## src/common/pipeline_tail_config.svh

```systemverilog
`ifndef PIPELINE_TAIL_CONFIG_SVH
`define PIPELINE_TAIL_CONFIG_SVH

// Buffer geometry
`define PT_BUF_WIDTH    16
`define PT_BUF_HEIGHT   8
`define PT_ADDR_WIDTH   7
`define PT_DEPTH_WIDTH  8

// Horizontal timing in pixels
`define PT_H_ACTIVE     16
`define PT_H_FRONT      2
`define PT_H_SYNC       3
`define PT_H_BACK       3

// Vertical timing in lines
`define PT_V_ACTIVE     8
`define PT_V_FRONT      1
`define PT_V_SYNC       2
`define PT_V_BACK       1

// 0 gives active low sync pulses
`define PT_SYNC_POL     1'b0
`define PT_CLEAR_COLOR  12'h124

`endif
```

## src/common/pipeline_tail_pkg.sv

```systemverilog
`default_nettype none

`include "pipeline_tail_config.svh"

package pipeline_tail_pkg;

    // 4 bits per channel
    typedef struct packed {
        logic [3:0] red;
        logic [3:0] green;
        logic [3:0] blue;
    } color_t;

    // Pixel position inside the buffer plus its color
    typedef struct packed {
        logic [$clog2(`PT_BUF_WIDTH)-1:0]  x;
        logic [$clog2(`PT_BUF_HEIGHT)-1:0] y;
        color_t                            color;
    } pixel_data_t;

    // Sideband that rides along with each pixel
    typedef struct packed {
        logic [`PT_DEPTH_WIDTH-1:0] depth;
        logic                       last;
    } pixel_metadata_t;

    typedef struct packed {
        logic   hsync;
        logic   vsync;
        color_t color;
    } vga_out_t;

    // One write port of a frame buffer
    typedef struct packed {
        logic                      en;
        logic [`PT_ADDR_WIDTH-1:0] addr;
        color_t                    data;
    } fb_write_t;

endpackage

`default_nettype wire

```

## src/display/vga_display.sv

```systemverilog
`timescale 1ns/10ps
`default_nettype none

`include "pipeline_tail_config.svh"

module vga_display (
    input  logic                         clk_display,
    input  logic                         rstn_display,
    output logic [`PT_ADDR_WIDTH-1:0]    read_addr,
    input  pipeline_tail_pkg::color_t    read_data,
    output pipeline_tail_pkg::vga_out_t  vga
);

    localparam int ADDR_W  = `PT_ADDR_WIDTH;
    localparam int H_TOTAL = `PT_H_ACTIVE + `PT_H_FRONT + `PT_H_SYNC + `PT_H_BACK;
    localparam int V_TOTAL = `PT_V_ACTIVE + `PT_V_FRONT + `PT_V_SYNC + `PT_V_BACK;
    localparam int H_W     = $clog2(H_TOTAL);
    localparam int V_W     = $clog2(V_TOTAL);
    localparam int H_SYNC_START = `PT_H_ACTIVE + `PT_H_FRONT;
    localparam int V_SYNC_START = `PT_V_ACTIVE + `PT_V_FRONT;

    logic [H_W-1:0] h_cnt;
    logic [V_W-1:0] v_cnt;
    logic           active;
    logic           h_in_sync;
    logic           v_in_sync;

    logic           active_q;
    logic           hsync_q;
    logic           vsync_q;

    //////////////////////////////////////////////////////////////////////
    // Scan counters
    //////////////////////////////////////////////////////////////////////

    always_ff @(posedge clk_display or negedge rstn_display) begin
        if (!rstn_display) begin
            h_cnt <= '0;
            v_cnt <= '0;
        end else if (h_cnt == H_W'(H_TOTAL - 1)) begin
            h_cnt <= '0;
            if (v_cnt == V_W'(V_TOTAL - 1)) begin
                v_cnt <= '0;
            end else begin
                v_cnt <= v_cnt + 1'b1;
            end
        end else begin
            h_cnt <= h_cnt + 1'b1;
        end
    end

    assign active    = (h_cnt < `PT_H_ACTIVE) && (v_cnt < `PT_V_ACTIVE);
    assign h_in_sync = (h_cnt >= H_SYNC_START) && (h_cnt < H_SYNC_START + `PT_H_SYNC);
    assign v_in_sync = (v_cnt >= V_SYNC_START) && (v_cnt < V_SYNC_START + `PT_V_SYNC);

    // Address goes out now, the memory answers next cycle
    assign read_addr = active ? ADDR_W'(v_cnt * `PT_BUF_WIDTH + h_cnt) : '0;

    //////////////////////////////////////////////////////////////////////
    // Align flags with read data
    //////////////////////////////////////////////////////////////////////

    always_ff @(posedge clk_display or negedge rstn_display) begin
        if (!rstn_display) begin
            active_q <= 1'b0;
            hsync_q  <= ~`PT_SYNC_POL;
            vsync_q  <= ~`PT_SYNC_POL;
        end else begin
            active_q <= active;
            hsync_q  <= h_in_sync ? `PT_SYNC_POL : ~`PT_SYNC_POL;
            vsync_q  <= v_in_sync ? `PT_SYNC_POL : ~`PT_SYNC_POL;
        end
    end

    always_comb begin
        vga.hsync = hsync_q;
        vga.vsync = vsync_q;
        vga.color = active_q ? read_data : '0;
    end

endmodule

`default_nettype wire

```

## config.mk

```make
export PLATFORM = sky130hd
export DESIGN_NAME = vga_display
export DESIGN_NICKNAME = d
export VERILOG_FILES = /design/src/common/pipeline_tail_pkg.sv /design/src/display/vga_display.sv
export VERILOG_INCLUDE_DIRS = /design/src /design/src/common
export SDC_FILE = /design/constraint.sdc
export NUM_CORES = 1
export LEC_CHECK = 0
export BUFFER_PORTS_ARGS = -buffer_cell sky130_fd_sc_hd__buf_2
export CORE_ASPECT_RATIO = 1.2
export CORE_MARGIN = 5
export CORE_UTILIZATION = 25
export CTS_CLUSTER_SIZE = 24
export DETAILED_ROUTE_END_ITERATION = 10
export SLEW_MARGIN = 40
export SYNTH_ARGS = -nofsm -noshare
export SYNTH_HDL_FRONTEND = slang
export SYNTH_SLANG_ARGS = --single-unit
```

## constraint.sdc

```tcl
create_clock -name clk_display -period 2.1 [get_ports clk_display]
set_input_delay 0.315 -clock clk_display [delete_from_list [all_inputs] [get_ports clk_display]]
set_output_delay 0.315 -clock clk_display [all_outputs]
set_load 0.03 [all_outputs]
```

# Word level (Yosys, flattened, before mapping)
# Cells that the tools add are included.
dict set report word_totals {
  reg_bits 12
  out_inout_bits 21
}
dict set report op_classes {
  n_addsub 3
  n_lt_le_gt_ge 6
  n_eq_ne 2
  mux 6
  reduce_logical 3
}
# cell count
set ops {}
lappend ops {{2-to-1 mux 12 bit} 1}
lappend ops {{less-than comparator 5 bit (second input constant)} 2}
lappend ops {{less-than comparator 4 bit (second input constant)} 2}
lappend ops {{adder 7 x 5 -> 7 bit} 1}
lappend ops {{2-to-1 mux 7 bit} 1}
lappend ops {{adder 5 x 1 -> 5 bit (second input constant)} 1}
lappend ops {{equality test 5 bit (second input constant)} 1}
lappend ops {{>= comparator 5 bit (second input constant)} 1}
lappend ops {{2-to-1 mux 5 bit} 1}
lappend ops {{adder 4 x 1 -> 4 bit (second input constant)} 1}
lappend ops {{equality test 4 bit (second input constant)} 1}
lappend ops {{>= comparator 4 bit (second input constant)} 1}
lappend ops {{2-to-1 mux 4 bit} 1}
lappend ops {{logical AND 1 bit} 3}
lappend ops {{2-to-1 mux 1 bit} 2}

# Depth between registers and ports, before layout
dict set report logic_depth {
  ltp_word 3
  ltp_mapped 5
  depth_no_buf 4
}

# Worst setup path after synthesis
# No wires, ideal clock.
dict set report synth_timing {
  path_kind {flip-flop to output port}
  from {register h_cnt[4]}
  to {output read_addr[6]}
  arrival_time_ns 1.581
  required_ns 1.785
  slack_ns 0.204
  path_stages_with_launch 5
  path_buffers 0
  cell_sequence {dfrtp_1 > ha_1 > ha_1 > xnor2_1 > nor3_1}
}
dict set report synth_via {
  elab_chain_len 3
  elab_cells_between_ends 4
}
# item line_no
set synth_lines {}
lappend synth_lines {{start: declaration} vga_display.sv:22} ;# logic [H_W-1:0] h_cnt;
lappend synth_lines {{start signal: assignment} vga_display.sv:48} ;# h_cnt <= h_cnt + 1'b1;
lappend synth_lines {{branches (longest 2 deep; another with adder 7 x 5 -> 7 bit)} --}
lappend synth_lines {{2-to-1 mux 7 bit (*)} vga_display.sv:57} ;# assign read_addr = active ? ADDR_W'(v_cnt * `PT_BUF_WIDTH + h_cnt) : '0;
lappend synth_lines {{end: declaration} vga_display.sv:9} ;# output logic [`PT_ADDR_WIDTH-1:0] read_addr,
# Mark *: on every way between the ends.

# Worst setup path in the final report
# Ends and elaborated chain as after synthesis.

==> results.md <==
- CTS Hold Bufs: 1
- DR iter-0 viols: 18
- WL/cell: 11.06 um
- Synth top cells by count: 18 x and2_1, 10 x dfrtp_1, 6 x ha_1
- Sw Ratio: 25.29%
- Area Growth Syn to Fin: 31.16%
- RR Startpoint: h_cnt[0]
- HP Class: in2async
- Yosys cell types: 25
- Worst-path clk slew: about 0.08 ns
- Max Cap Viol: 0
- Seq cells post-synth: 12
- Fin area: ~960 sq um
- Vias per cell: 4.379
- Clk_skew: 0.004156 ns
- DR pass1 iterations: 4
- DRT Wirelength: 1603 um
- Max frequency: 0.5143 GHz
- Leakage: 0.4706 nW
- Number of synthesized flops with an enable pin: 0
- Flop pwr share: 48.0%
- DRC errors left: 0
- R2R depth: 4
- I/O pin count: 35
- Layout cell share with drive strength beyond 1: 38.74%
- Sequential fraction of the synthesis area: 41.44%
- Synth Instances: 77
- Final count of negative-setup-slack endpoints: 0
- Flop2flop setup slack: 0.62 ns
- Row count: 21
- Core area: 0.002811 sq mm
- N_diodes: 0
- Total Nets Final: 132
- Total setup buffers inserted after CTS: 0
- Critical Path End Type: primary output
- Leading area contributor after synthesis: dfrtp_1
- Aggregate negative setup slack: 0 ns
- # fillers: 295
- Final min period: between 1.5 and 2 ns
- Port Buffer Count: 34
- Total Die Area: 0.004108 sq mm
- Number of warnings issued by yosys: 0
- Crit path from: h_cnt[4]
- Fin. max-slew vios: 0
- Syn_nets: 97
- Number of antenna violations at the first check in global routing: 0
- Die W: 59.35 um
- TritonCTS clock tree: done
- Kind of critical path: reg2out
- CTS root buf: clkbuf_4
- Final Hold Fails: 0
- Via count: 635
- Unrepaired setup endpoints after global routing: no
- Vias in the first global route: 606
- Asr flop ratio synth: 100.0%
- Status: finished clean
- Synth Cell Area: between 700 and 800 sq um
- Top FF cell, synth: dfrtp_1
- Synth area leaders: dfrtp_1 34%, and2_1 15%, ha_1 10%
- Worst reg2reg endpoint: v_cnt[3]
- Synth top area share: 34.25%
- Num CTS Buffers: 3
- Largest net degree at the start of global routing: 13
- Placed inst area: 912.1 sq um
- Clk pwr share: 39.3%
- Die H: 69.22 um
- Mean Syn Cell Area: between 9 and 10 sq um
- Peak VDD IR: 0.1784 mV
- Type of origin of the critical path: register
- Worst slew pin tran: approximately 0.34 ns
- DP HPWL: 1270 um
- CP required: roughly 1.8 ns
- ANT nets after route: 0
- CTS sink cnt: 12
- Global-route wire length before repair: 2532 um
- Worst EP arrival: 1.63 ns
- CP Max Fanout: 8
- Rel. slew slack: 77.21%
- Global Route Usage Sum: between 7 and 8%
- Clk buf depth: 2
- Worst skew pair latency: 0.27 ns
- Period Utilization, post-route: 92.58%
- Cell with the most instances after synthesis: and2_1
- Placer Congestion: 0.7519
- Remaining Overflow, GRT: 0
- H-tree levels: 1
- Part of the power in combinational logic: between 10% and 20%
- Pwr per Cell Area: about 500 mW/mm^2
- Internal power: 0.3598 mW
- Starting Density: 25.99%
- Post_cts resized: 0
- Switching pwr: between 0.1 and 0.15 mW
==> flip-flops by register name, summed over array words and instances (netlist names) <==
register	count
hsync_q	1
v_cnt	4
h_cnt	5
active_q	1
vsync_q	1
==> placed cells by master, fill, tap and decap left out <==
cell	synthesis	final
mux2i_1	1	1
ha_1	6	6
and2_1	18	18
inv_1	4	4
nand2_1	4	4
nand4b_1	1	1
dfrtp_1	10	10
nor2_1	5	5
nor3_1	1	1
o21ai_0	5	5
xnor2_1	1	1
and4b_2	1	1
buf_2	0	34
dlygate4sd3_1	0	1
nor3b_1	1	1
clkbuf_8	0	1
nand3_1	4	4
clkbuf_4	0	3
a311o_2	1	1
nand3b_1	1	1
or4_1	1	1
dfstp_2	2	2
a21oi_1	1	1
xor2_1	2	2
nand2b_1	1	1
a31o_2	1	1
==> final cells by class <==
| class | count | area [sq um] | share of cell area (%) |
|---|---|---|---|
| multi-input cells | 56 | 381.6 | 39.82 |
| flip-flops and latches | 12 | 302.8 | 31.59 |
| repair buffers | 35 | 180.2 | 18.80 |
| well taps | 34 | 42.54 | 4.439 |
| clock buffers | 4 | 36.28 | 3.786 |
| inverters | 4 | 15.01 | 1.567 |
==> stage by stage <==
step | hold slack, ns | utilization (%) | setup WS (ns) | instances | total power [mW]
final | 0.4375 | 34.09 | 0.1557 | 145 | 0.4816
after global routing | 0.4723 | 34.09 | 0.05765 | 145 | 0.5011
after CTS | 0.4457 | 34.09 | 0.1532 | 145 | 0.4832
after detailed placement | 0.2106 | 32.44 | 0.4659 | 140 | 0.2966
after global placement | 0.2083 | 32.44 | 0.4869 | 140 | 0.2964
after floorplan | 0.01941 | - | 0.2038 | 77 | 0.2694
==> logic make-up (layout without fill, tap and decap cells) <==
| logic type | after synthesis | after routing | share of synthesized area (%) |
|---|---|---|---|
| compound gates | 8 | 8 | 6.848 |
| fa+ha+maj | 6 | 6 | 10.27 |
| xor+xnor | 3 | 3 | 3.597 |
| flops | 12 | 12 | 41.44 |
| simple gates | 38 | 38 | 30.14 |
| mux | 1 | 1 | 1.370 |
| buf+inv | 9 | 43 | 6.334 |
==> power by group through the flow <==
stage | combinational (mW) | sequential, mW | clock (mW)
detailed placement | 0.0611 | 0.235 | 0
global placement | 0.0609 | 0.235 | 0
floorplan | 0.0339 | 0.236 | 0
finish | 0.0613 | 0.231 | 0.189
CTS | 0.0625 | 0.231 | 0.190
global route | 0.0660 | 0.231 | 0.204
==> how the worst max path moves through the flow <==
stage	end	depth (start not counted)
global route	read_addr[6]	5
global placement	read_addr[6]	5
finish	read_addr[6]	5
detailed placement	read_addr[6]	5
floorplan	read_addr[6]	4
CTS	read_addr[6]	5
==> worst max-delay path: stages (launching register included) <==
cell and delay (ns):
dfrtp_1 0.45, ha_1 0.24, ha_1 0.19, xnor2_1 0.12, nor3_1 0.12, buf_2 0.23
==> metal layers <==
| layer | global-route usage [%] | vias up | wire length, um |
|---|---|---|---|
| li1 | - | 324 | - |
| met1 | 8.477 | 278 | 649 |
| met2 | 13.00 | 31 | 705 |
| met3 | 1.490 | 2 | 220 |
| met4 | 6.045 | 0 | 27 |
| met5 | 0 | - | 0 |
(Power assumes the default switching activity.)
