$ cat src/common/pipeline_tail_config.svh
`ifndef PIPELINE_TAIL_CONFIG_SVH
`define PIPELINE_TAIL_CONFIG_SVH

// Buffer geometry
`define PT_BUF_WIDTH    16
`define PT_BUF_HEIGHT   8
`define PT_ADDR_WIDTH   7
`define PT_DEPTH_WIDTH  8

// Horizontal timing in pixels
`define PT_H_ACTIVE     16
`define PT_H_FRONT      2
`define PT_H_SYNC       3
`define PT_H_BACK       3

// Vertical timing in lines
`define PT_V_ACTIVE     8
`define PT_V_FRONT      1
`define PT_V_SYNC       2
`define PT_V_BACK       1

// 0 gives active low sync pulses
`define PT_SYNC_POL     1'b0
`define PT_CLEAR_COLOR  12'h124

`endif
$ cat src/common/pipeline_tail_pkg.sv
`default_nettype none

`include "pipeline_tail_config.svh"

package pipeline_tail_pkg;

    // 4 bits per channel
    typedef struct packed {
        logic [3:0] red;
        logic [3:0] green;
        logic [3:0] blue;
    } color_t;

    // Pixel position inside the buffer plus its color
    typedef struct packed {
        logic [$clog2(`PT_BUF_WIDTH)-1:0]  x;
        logic [$clog2(`PT_BUF_HEIGHT)-1:0] y;
        color_t                            color;
    } pixel_data_t;

    // Sideband that rides along with each pixel
    typedef struct packed {
        logic [`PT_DEPTH_WIDTH-1:0] depth;
        logic                       last;
    } pixel_metadata_t;

    typedef struct packed {
        logic   hsync;
        logic   vsync;
        color_t color;
    } vga_out_t;

    // One write port of a frame buffer
    typedef struct packed {
        logic                      en;
        logic [`PT_ADDR_WIDTH-1:0] addr;
        color_t                    data;
    } fb_write_t;

endpackage

`default_nettype wire

$ cat src/drawing/drawing_manager.sv
`timescale 1ns/10ps
`default_nettype none

`include "pipeline_tail_config.svh"

module drawing_manager (
    input  logic                               clk_system,
    input  logic                               rstn_system,
    input  logic                               draw_ack,
    input  logic                               pixel_valid,
    input  pipeline_tail_pkg::pixel_data_t     pixel_data,
    input  pipeline_tail_pkg::pixel_metadata_t pixel_meta,
    output logic                               pixel_ready,
    input  logic                               debug_depth_buffer,
    output pipeline_tail_pkg::fb_write_t       fb_write,
    output logic                               frame_done
);

    localparam int ADDR_W     = `PT_ADDR_WIDTH;
    localparam int DEPTH_W    = `PT_DEPTH_WIDTH;
    localparam int NUM_PIXELS = `PT_BUF_WIDTH * `PT_BUF_HEIGHT;

    typedef enum logic [1:0] {
        ST_CLEAR,
        ST_DRAW,
        ST_DONE
    } state_t;

    state_t                    state;
    logic [ADDR_W-1:0]         clear_cnt;
    logic                      drain;
    logic [DEPTH_W-1:0]        depth_mem [NUM_PIXELS];

    logic                      accept;
    logic                      s1_valid;
    logic [ADDR_W-1:0]         s1_addr;
    pipeline_tail_pkg::color_t s1_color;
    logic [DEPTH_W-1:0]        s1_depth;
    logic                      s1_last;

    logic                      s2_valid;
    logic [ADDR_W-1:0]         s2_addr;
    pipeline_tail_pkg::color_t s2_color;
    logic [DEPTH_W-1:0]        s2_depth;
    logic [DEPTH_W-1:0]        s2_stored;
    logic                      s2_last;
    logic                      s2_write;
    pipeline_tail_pkg::color_t grey;

    assign pixel_ready = (state == ST_DRAW) && !drain;
    assign accept      = pixel_valid && pixel_ready;
    assign frame_done  = (state == ST_DONE);

    // Strictly nearer wins, so equal depth keeps the earlier pixel
    assign s2_write = s2_valid && (s2_depth < s2_stored);

    //////////////////////////////////////////////////////////////////////
    // Control
    //////////////////////////////////////////////////////////////////////

    always_ff @(posedge clk_system or negedge rstn_system) begin
        if (!rstn_system) begin
            state     <= ST_CLEAR;
            clear_cnt <= '0;
            drain     <= 1'b0;
            s1_valid  <= 1'b0;
            s2_valid  <= 1'b0;
        end else begin
            s1_valid <= accept;
            s2_valid <= s1_valid;
            case (state)
                ST_CLEAR: begin
                    clear_cnt <= clear_cnt + 1'b1;
                    if (clear_cnt == ADDR_W'(NUM_PIXELS - 1)) begin
                        state <= ST_DRAW;
                        drain <= 1'b0;
                    end
                end
                ST_DRAW: begin
                    if (accept && pixel_meta.last) begin
                        drain <= 1'b1;
                    end
                    // Last pixel is written this cycle so the pipe is empty after it
                    if (s2_valid && s2_last) begin
                        state <= ST_DONE;
                    end
                end
                default: begin
                    if (draw_ack) begin
                        state     <= ST_CLEAR;
                        clear_cnt <= '0;
                    end
                end
            endcase
        end
    end

    //////////////////////////////////////////////////////////////////////
    // Depth pipeline
    //////////////////////////////////////////////////////////////////////

    always_ff @(posedge clk_system) begin
        if (accept) begin
            s1_addr  <= ADDR_W'(pixel_data.y * `PT_BUF_WIDTH + pixel_data.x);
            s1_color <= pixel_data.color;
            s1_depth <= pixel_meta.depth;
            s1_last  <= pixel_meta.last;
        end
        s2_addr  <= s1_addr;
        s2_color <= s1_color;
        s2_depth <= s1_depth;
        s2_last  <= s1_last;
        // Forward the depth being written now when the next pixel hits the same spot
        if (s2_write && (s2_addr == s1_addr)) begin
            s2_stored <= s2_depth;
        end else begin
            s2_stored <= depth_mem[s1_addr];
        end
    end

    always_ff @(posedge clk_system) begin
        if (state == ST_CLEAR) begin
            depth_mem[clear_cnt] <= '1;
        end else if (s2_write) begin
            depth_mem[s2_addr] <= s2_depth;
        end
    end

    // Top depth bits on all three channels for the debug view
    always_comb begin
        grey.red   = s2_depth[DEPTH_W-1 -: 4];
        grey.green = s2_depth[DEPTH_W-1 -: 4];
        grey.blue  = s2_depth[DEPTH_W-1 -: 4];
    end

    always_comb begin
        if (state == ST_CLEAR) begin
            fb_write.en   = 1'b1;
            fb_write.addr = clear_cnt;
            fb_write.data = `PT_CLEAR_COLOR;
        end else begin
            fb_write.en   = s2_write;
            fb_write.addr = s2_addr;
            fb_write.data = debug_depth_buffer ? grey : s2_color;
        end
    end

endmodule

`default_nettype wire

$ cat config.mk
export PLATFORM = sky130hd
export DESIGN_NAME = drawing_manager
export DESIGN_NICKNAME = d
export VERILOG_FILES = /design/src/common/pipeline_tail_pkg.sv /design/src/drawing/drawing_manager.sv
export VERILOG_INCLUDE_DIRS = /design/src /design/src/common
export SDC_FILE = /design/constraint.sdc
export NUM_CORES = 1
export LEC_CHECK = 0
export BUFFER_PORTS_ARGS = -buffer_cell sky130_fd_sc_hd__buf_2
export CORE_MARGIN = 2
export CORE_UTILIZATION = 63
export CTS_BUF_LIST = sky130_fd_sc_hd__clkbuf_16
export DETAILED_ROUTE_END_ITERATION = 8
export GPL_TIMING_DRIVEN = 0
export PLACE_DENSITY = 0.8
export SYNTH_ARGS = -nofsm -noshare
export SYNTH_HDL_FRONTEND = slang
export SYNTH_SLANG_ARGS = --single-unit
$ cat constraint.sdc
create_clock -name clk_system -period 4.95 [get_ports clk_system]
set_input_delay 0.2475 -clock clk_system [delete_from_list [all_inputs] [get_ports clk_system]]
set_output_delay 0.2475 -clock clk_system [all_outputs]
set_load 0.02 [all_outputs]
Word level (Yosys, flattened, before mapping)
Memory sizes are Yosys's and may differ from the RTL's. A register that Yosys moved wholly into a read port is not among the register bits.
Cells that the tools add are included.
{"block": "classes", "bitwise_logic": 1, "n_mul": 0, "div": 0, "magnitude_cmp": 1, "shifts": 0, "n_mux": 21, "reduce_logical": 15, "addsub": 2, "eq_ne": 7}
{"op": "2-to-1 mux 7 bit", "count": 3}
{"op": "2-to-1 mux 20 bit", "count": 1}
{"op": "2-to-1 mux 8 bit", "count": 2}
{"op": "case mux 7 bit (2 select lines)", "count": 1}
{"op": "2-to-1 mux 12 bit", "count": 1}
{"op": "less-than comparator 8 bit", "count": 1}
{"op": "2-to-1 mux 1 bit", "count": 8}
{"op": "OR reduction 8 bit", "count": 1}
{"op": "adder 7 x 1 -> 7 bit, second input constant", "count": 1}
{"op": "adder 7 x 4 -> 7 bit", "count": 1}
{"op": "== test 7 bit", "count": 1}
{"op": "== test 7 bit, second input constant", "count": 1}
{"op": "logical AND 1 bit", "count": 6}
{"op": "2-to-1 mux 2 bit", "count": 3}
{"op": "AND reduction 3 bit", "count": 2}
{"op": "!= test 2 x 1 -> 1 bit, second input constant", "count": 2}
{"op": "case mux 2 bit (2 select lines)", "count": 1}
{"op": "nonzero test 2 bit", "count": 2}
{"op": "nonzero test 3 bit", "count": 1}
{"op": "== test 2 x 1 -> 1 bit, second input constant", "count": 1}
{"op": "== test 2 bit, second input constant", "count": 1}
{"op": "zero test 2 bit", "count": 1}
{"op": "!= test 2 bit, second input constant", "count": 1}
{"op": "case mux 1 bit (2 select lines)", "count": 1}
{"op": "other kinds (3)", "count": 3}
{"block": "word_totals", "latch_bits": 0, "out_inout_bits": 22, "memories": 1, "mem_bits_rw": 1024, "romBits": 0, "regBits": 76, "elab_cells": 66, "input_bits": 33}
{"name": "depth_mem", "depth": 128, "width": 8, "rd": 1, "rd_ports_with_merged_regs": 1, "wr": 1, "line_no": "drawing_manager.sv:32", "text": "logic [DEPTH_W-1:0] depth_mem [NUM_PIXELS];"}

Depth between registers and ports, before layout
{"block": "logic_depth", "ltp_word": 7, "depth_mapped": 11, "depth_no_buf": 9}

Worst setup path before layout
No wires, ideal clock.
{"block": "synth_path", "kind": "flip-flop to flip-flop", "start": "register s2_stored[1]", "end": "memory depth_mem[0][4] in the netlist's numbering, data pin", "setup_time_ns": 0.742, "arrival_ns": 2.930, "period_less_slack_ns": 3.672, "n_path_buf": 2, "path_stages_with_launch": 10, "setup_slack_ns": 1.278, "required_time_ns": 4.208, "cell_sequence": "dfxtp_1 -> inv_1 -> ha_1 -> a21o_1 -> a21o_1 -> a21o_1 -> a211oi_2 -> buf_4 -> buf_2 -> nand2b_1"}
{"block": "synth_via", "elab_chain_cells": 7}
{"element": "start, declared", "line_no": "drawing_manager.sv:45", "text": "logic [DEPTH_W-1:0] s2_stored;"}
{"element": "start signal, assigned", "line_no": "drawing_manager.sv:115", "text": "s2_stored <= s2_depth;"}
{"element": "start signal, assigned", "line_no": "drawing_manager.sv:117", "text": "s2_stored <= depth_mem[s1_addr];"}
{"element": "less-than comparator 8 bit", "line_no": "drawing_manager.sv:55", "text": "assign s2_write = s2_valid && (s2_depth < s2_stored);"}
{"element": "logical AND 1 bit", "line_no": "drawing_manager.sv:55"}
{"element": "2-to-1 mux 1 bit", "line_no": "drawing_manager.sv:124", "text": "end else if (s2_write) begin"}
{"element": "2-to-1 mux 1 bit", "line_no": "drawing_manager.sv:122", "text": "if (state == ST_CLEAR) begin"}
{"element": "2-to-1 mux 1 bit (not written as such)", "line_no": "drawing_manager.sv:125", "text": "depth_mem[s2_addr] <= s2_depth;"}
{"element": "OR reduction 8 bit (no line)"}
{"element": "2-to-1 mux 8 bit (no line)"}
{"element": "end, declared", "line_no": "drawing_manager.sv:32"}
Every way passes these cells.

==> results.sh <==
export IMPL_skew_ns=0.03759
export IMPL_synthesis_area_um2=43400
export IMPL_cp_start_kind="flip-flop"
export IMPL_finalHoldViolations=0
export IMPL_period_share=0.9149
export IMPL_relSlewSlack=0.07183
export IMPL_synth_seq_cells=1107
export IMPL_clkSinkCount=1107
export IMPL_wl_per_cell_um=34.31
export IMPL_yosys_area_top_type="edfxtp_1"
export IMPL_clk_path_buf_depth=3
export IMPL_grt_ovfl_total=0
export IMPL_worstHoldPathType="input pin to flip-flop"
export IMPL_antenna_cells=0
export IMPL_cts_root_buffer="clkbuf_16"
export IMPL_hold_path_end="s1_depth[6]"
export IMPL_clk_pin_slew_ns=0.06
export IMPL_io_buffers=53
export IMPL_report_final_slew_viol_count=0
export IMPL_critPathMaxFanout=10
export IMPL_status="finished, violations left"
export IMPL_h_tree_depth=3
export IMPL_drc=29
export IMPL_dr_total_vias=22949
export IMPL_reg2reg_to="s2_stored[2]"
export IMPL_grt_max_degree=110
export IMPL_core_area_um2=68350
export IMPL_grt_use_total=0.3238
export IMPL_setup_viol=0
export IMPL_drt_pass1_iter_count=9
export IMPL_synth_edff_count=1052
export IMPL_holdWs_ns=0.2822
export IMPL_worstRegToRegCells=10
export IMPL_io_pins=55
export IMPL_violations="design-rule violations"
export IMPL_syn2layout_area_growth_pct=12.05
export IMPL_dp_slack_ns=0.9123
export IMPL_synth_cell_types=55
export IMPL_fillCellCount=3798
export IMPL_crit_arrival_ns=5.16
export IMPL_critPathKind="flip-flop to flip-flop"
export IMPL_worst_path_most_repeated_cell="buf_2"
export IMPL_tightest_slew_ns=1.387
export IMPL_layout_drive_gt1_share=0.2328
export IMPL_crit_path_end_kind="flip-flop"
export IMPL_postCtsSetupRepairBufs=0
export IMPL_yosysTopAreaCellShare=0.7279
export IMPL_layout_setup_ws_ns=0.4210
export IMPL_gp_congestion=1.007
export IMPL_routed_via_density=7.007
export IMPL_avgSynthCellArea_um2=20.57
export IMPL_synthTopCellsByArea="edfxtp_1 (73%), mux4_2 (11%), mux4_1 (3.1%)"
export IMPL_syn_num_nets=2151
export IMPL_r2r_slack_ns=0.42
export IMPL_slowest_stage="nor4_1"
export IMPL_rsz0062_at_grt="no"
export IMPL_seq_area_frac_synth=0.7547
export IMPL_syn_instance_count=2110
export IMPL_drtIter0Drc=4080
export IMPL_crit_required_ns=5.58
export IMPL_finish_utilization=0.7115
export IMPL_route_final_wire_length_um=112400
export IMPL_worstPathCellList="buf_2 -> buf_2 -> buf_2 -> nand2_1 -> buf_2 -> o22ai_1 -> nor4_1 -> o22ai_1 -> a211oi_1 -> mux2_2"
export IMPL_cts_tree="yes"
export IMPL_powerDensity_nw_per_um2=433.5
export IMPL_period_needed_ns=4.529
export IMPL_start_util=0.6350
export IMPL_fin_tns_setup_ns=0
export IMPL_cts_resized=0
export IMPL_dieArea_um2=71000
export IMPL_die_w_um=266.5
export IMPL_worstHoldStart="pixel_meta[7]"
export IMPL_first_global_vias=23097
export IMPL_num_rows=96
export IMPL_grt_pass1_wl_um=160600
export IMPL_dp_hpwl_um=69990
export IMPL_max_cap_violations=0
export IMPL_power_leakage_uw=0.01704
export IMPL_async_reset_ff_frac=0.01084
export IMPL_whs_path_depth=2
export IMPL_critPathTopFamily="simple AND/OR/NAND/NOR gates"
export IMPL_path_buf_inv=4
export IMPL_ir_drop_mv=0.3830
export IMPL_clock_fmax_ghz=0.2208
export IMPL_synth_ff_type="edfxtp_1"
export IMPL_cts_buffers=103
export IMPL_yosysWarnings=0
export IMPL_die_height_um=266.5
export IMPL_crit_path_max_incr_delay_ns=1.06
export IMPL_finalNetCount=2348
export IMPL_postRouteAntennaNets=0
export IMPL_antenna_found_initial=0
export IMPL_clock_latency_ns=0.69
-- where the power goes --
group / leakage, uW / internal, uW / switching, uW
Combinational: 0.00423 / 886 / 1860
Sequential: 0.0111 / 10500 / 108
Clock: 0.00169 / 4270 / 3450
-- worst max path at each step --
stage	endpoint	slack, ns	depth (start not counted)
3_5_place_dp	s2_stored[4]	0.91	10
6_report	s2_stored[2]	0.42	10
2_1_floorplan	depth_mem[0][4]	1.28	9
5_1_grt	s2_stored[2]	0.52	10
3_3_place_gp	depth_mem[54][0]	-0.82	8
4_1_cts	s2_stored[2]	0.83	10
-- registers in the layout, summed over array words and instances, names as in the netlist, named ones only --
name / cells
s2_depth: 8
s2_stored: 8
depth_mem: 1024
s1_last: 1
s1_valid: 1
s1_addr: 7
clear_cnt: 7
s1_color: 12
state: 2
drain: 1
s2_last: 1
s2_addr: 7
s1_depth: 8
s2_color: 12
s2_valid: 1
-- synth_stat cells, drive strengths merged (8+ instances only) --
cell type,number
dfrtp,12
nand3,12
dfxtp,43
a21oi,18
o22ai,83
buf,76
edfxtp,1052
mux4,257
nand2,54
inv,10
ha,8
nor3,17
o21ai,12
nor4,19
nand2b,34
mux2i,48
xor2,8
a221oi,8
clkbuf,46
nor2b,10
nor2,174
mux2,54
a22oi,9
-- routing by layer --
metal  share of wire  vias up  GRT usage
li1                -     9099          -
met4           0.059        0     0.1637
met1            0.35    11635     0.4340
met3            0.12      363    0.07261
met2            0.48     1852     0.5095
met5               0        -          0
-- what timing repair did --
item                                    4_1_cts  5_1_grt
endpoints found under the setup margin        0        0
hold endpoints to repair                     55        0
hold buffers                                 31        0
-- stage by stage --
stage	total power (uW)	instance area, um2	cells
6_report	21080	48630	3275
5_1_grt	21470	48630	3275
4_1_cts	20960	48630	3275
3_5_place_dp	13380	45040	3053
3_3_place_gp	13310	44770	3045
2_1_floorplan	12380	43400	2110
-- kinds of logic (layout without fill, tap and decap cells) --
kind of cell,Yosys count,in the layout,share of synthesized area
flip-flops,1107,1107,0.7547
multiplexers,359,359,0.1629
AND/OR/NAND/NOR,338,338,0.03526
AO/OA/AOI/OAI,154,154,0.02315
buffers and inverters,133,416,0.01946
XOR/XNOR,11,11,0.002220
adder cells (fa/ha/maj),8,8,0.002306
-- worst reg2reg max path, delay by kind of cell (launching register included) --
kind,cells,cell delay (ns)
compound gates,3,1.11
buf+inv,4,1.24
flops,1,0.30
mux,1,0.27
simple gates,2,1.56
-- cell type report --
type	count	area [um2]	area share
clock buffers	105	2628	0.05403
inverters	10	37.54	0.0007719
plain buffers	123	808.3	0.01662
clock inverters	86	646.9	0.01330
repair buffers	92	788.3	0.01621
multi-input cells	870	9863	0.2028
well taps	882	1104	0.02269
flip-flops and latches	1107	32750	0.6735
-- cells in the final DEF (no fill, tap or decap), types with 5 or more instances in the layout --
| cell | synthesis | routed |
|---|---|---|
| nand3_1 | 12 | 12 |
| dfxtp_1 | 43 | 43 |
| clkinv_1 | 0 | 24 |
| nor2b_1 | 10 | 10 |
| nand2b_1 | 34 | 27 |
| clkinv_2 | 0 | 18 |
| dlygate4sd3_1 | 0 | 31 |
| buf_4 | 24 | 24 |
| nor4_1 | 19 | 19 |
| clkbuf_16 | 0 | 105 |
| buf_1 | 5 | 5 |
| a21oi_1 | 18 | 18 |
| a31oi_1 | 5 | 5 |
| clkbuf_8 | 7 | 7 |
| edfxtp_1 | 1052 | 1052 |
| nand2b_4 | 0 | 7 |
| buf_6 | 16 | 16 |
| ha_1 | 8 | 8 |
| o22ai_1 | 83 | 83 |
| nor2_1 | 174 | 174 |
| bufinv_16 | 0 | 8 |
| buf_16 | 0 | 7 |
| xor2_1 | 8 | 8 |
| buf_2 | 29 | 82 |
| o21ai_0 | 11 | 11 |
| nand2_1 | 53 | 52 |
| nor3_1 | 17 | 17 |
| mux4_1 | 52 | 52 |
| clkbuf_1 | 39 | 38 |
| a22oi_1 | 9 | 9 |
| mux2i_1 | 48 | 48 |
| a221oi_1 | 8 | 8 |
| dfrtp_1 | 12 | 12 |
| mux4_2 | 205 | 205 |
| mux2_2 | 54 | 54 |
| inv_1 | 10 | 35 |
| clkinvlp_4 | 0 | 5 |
Power figures use the tool's default switching activity.
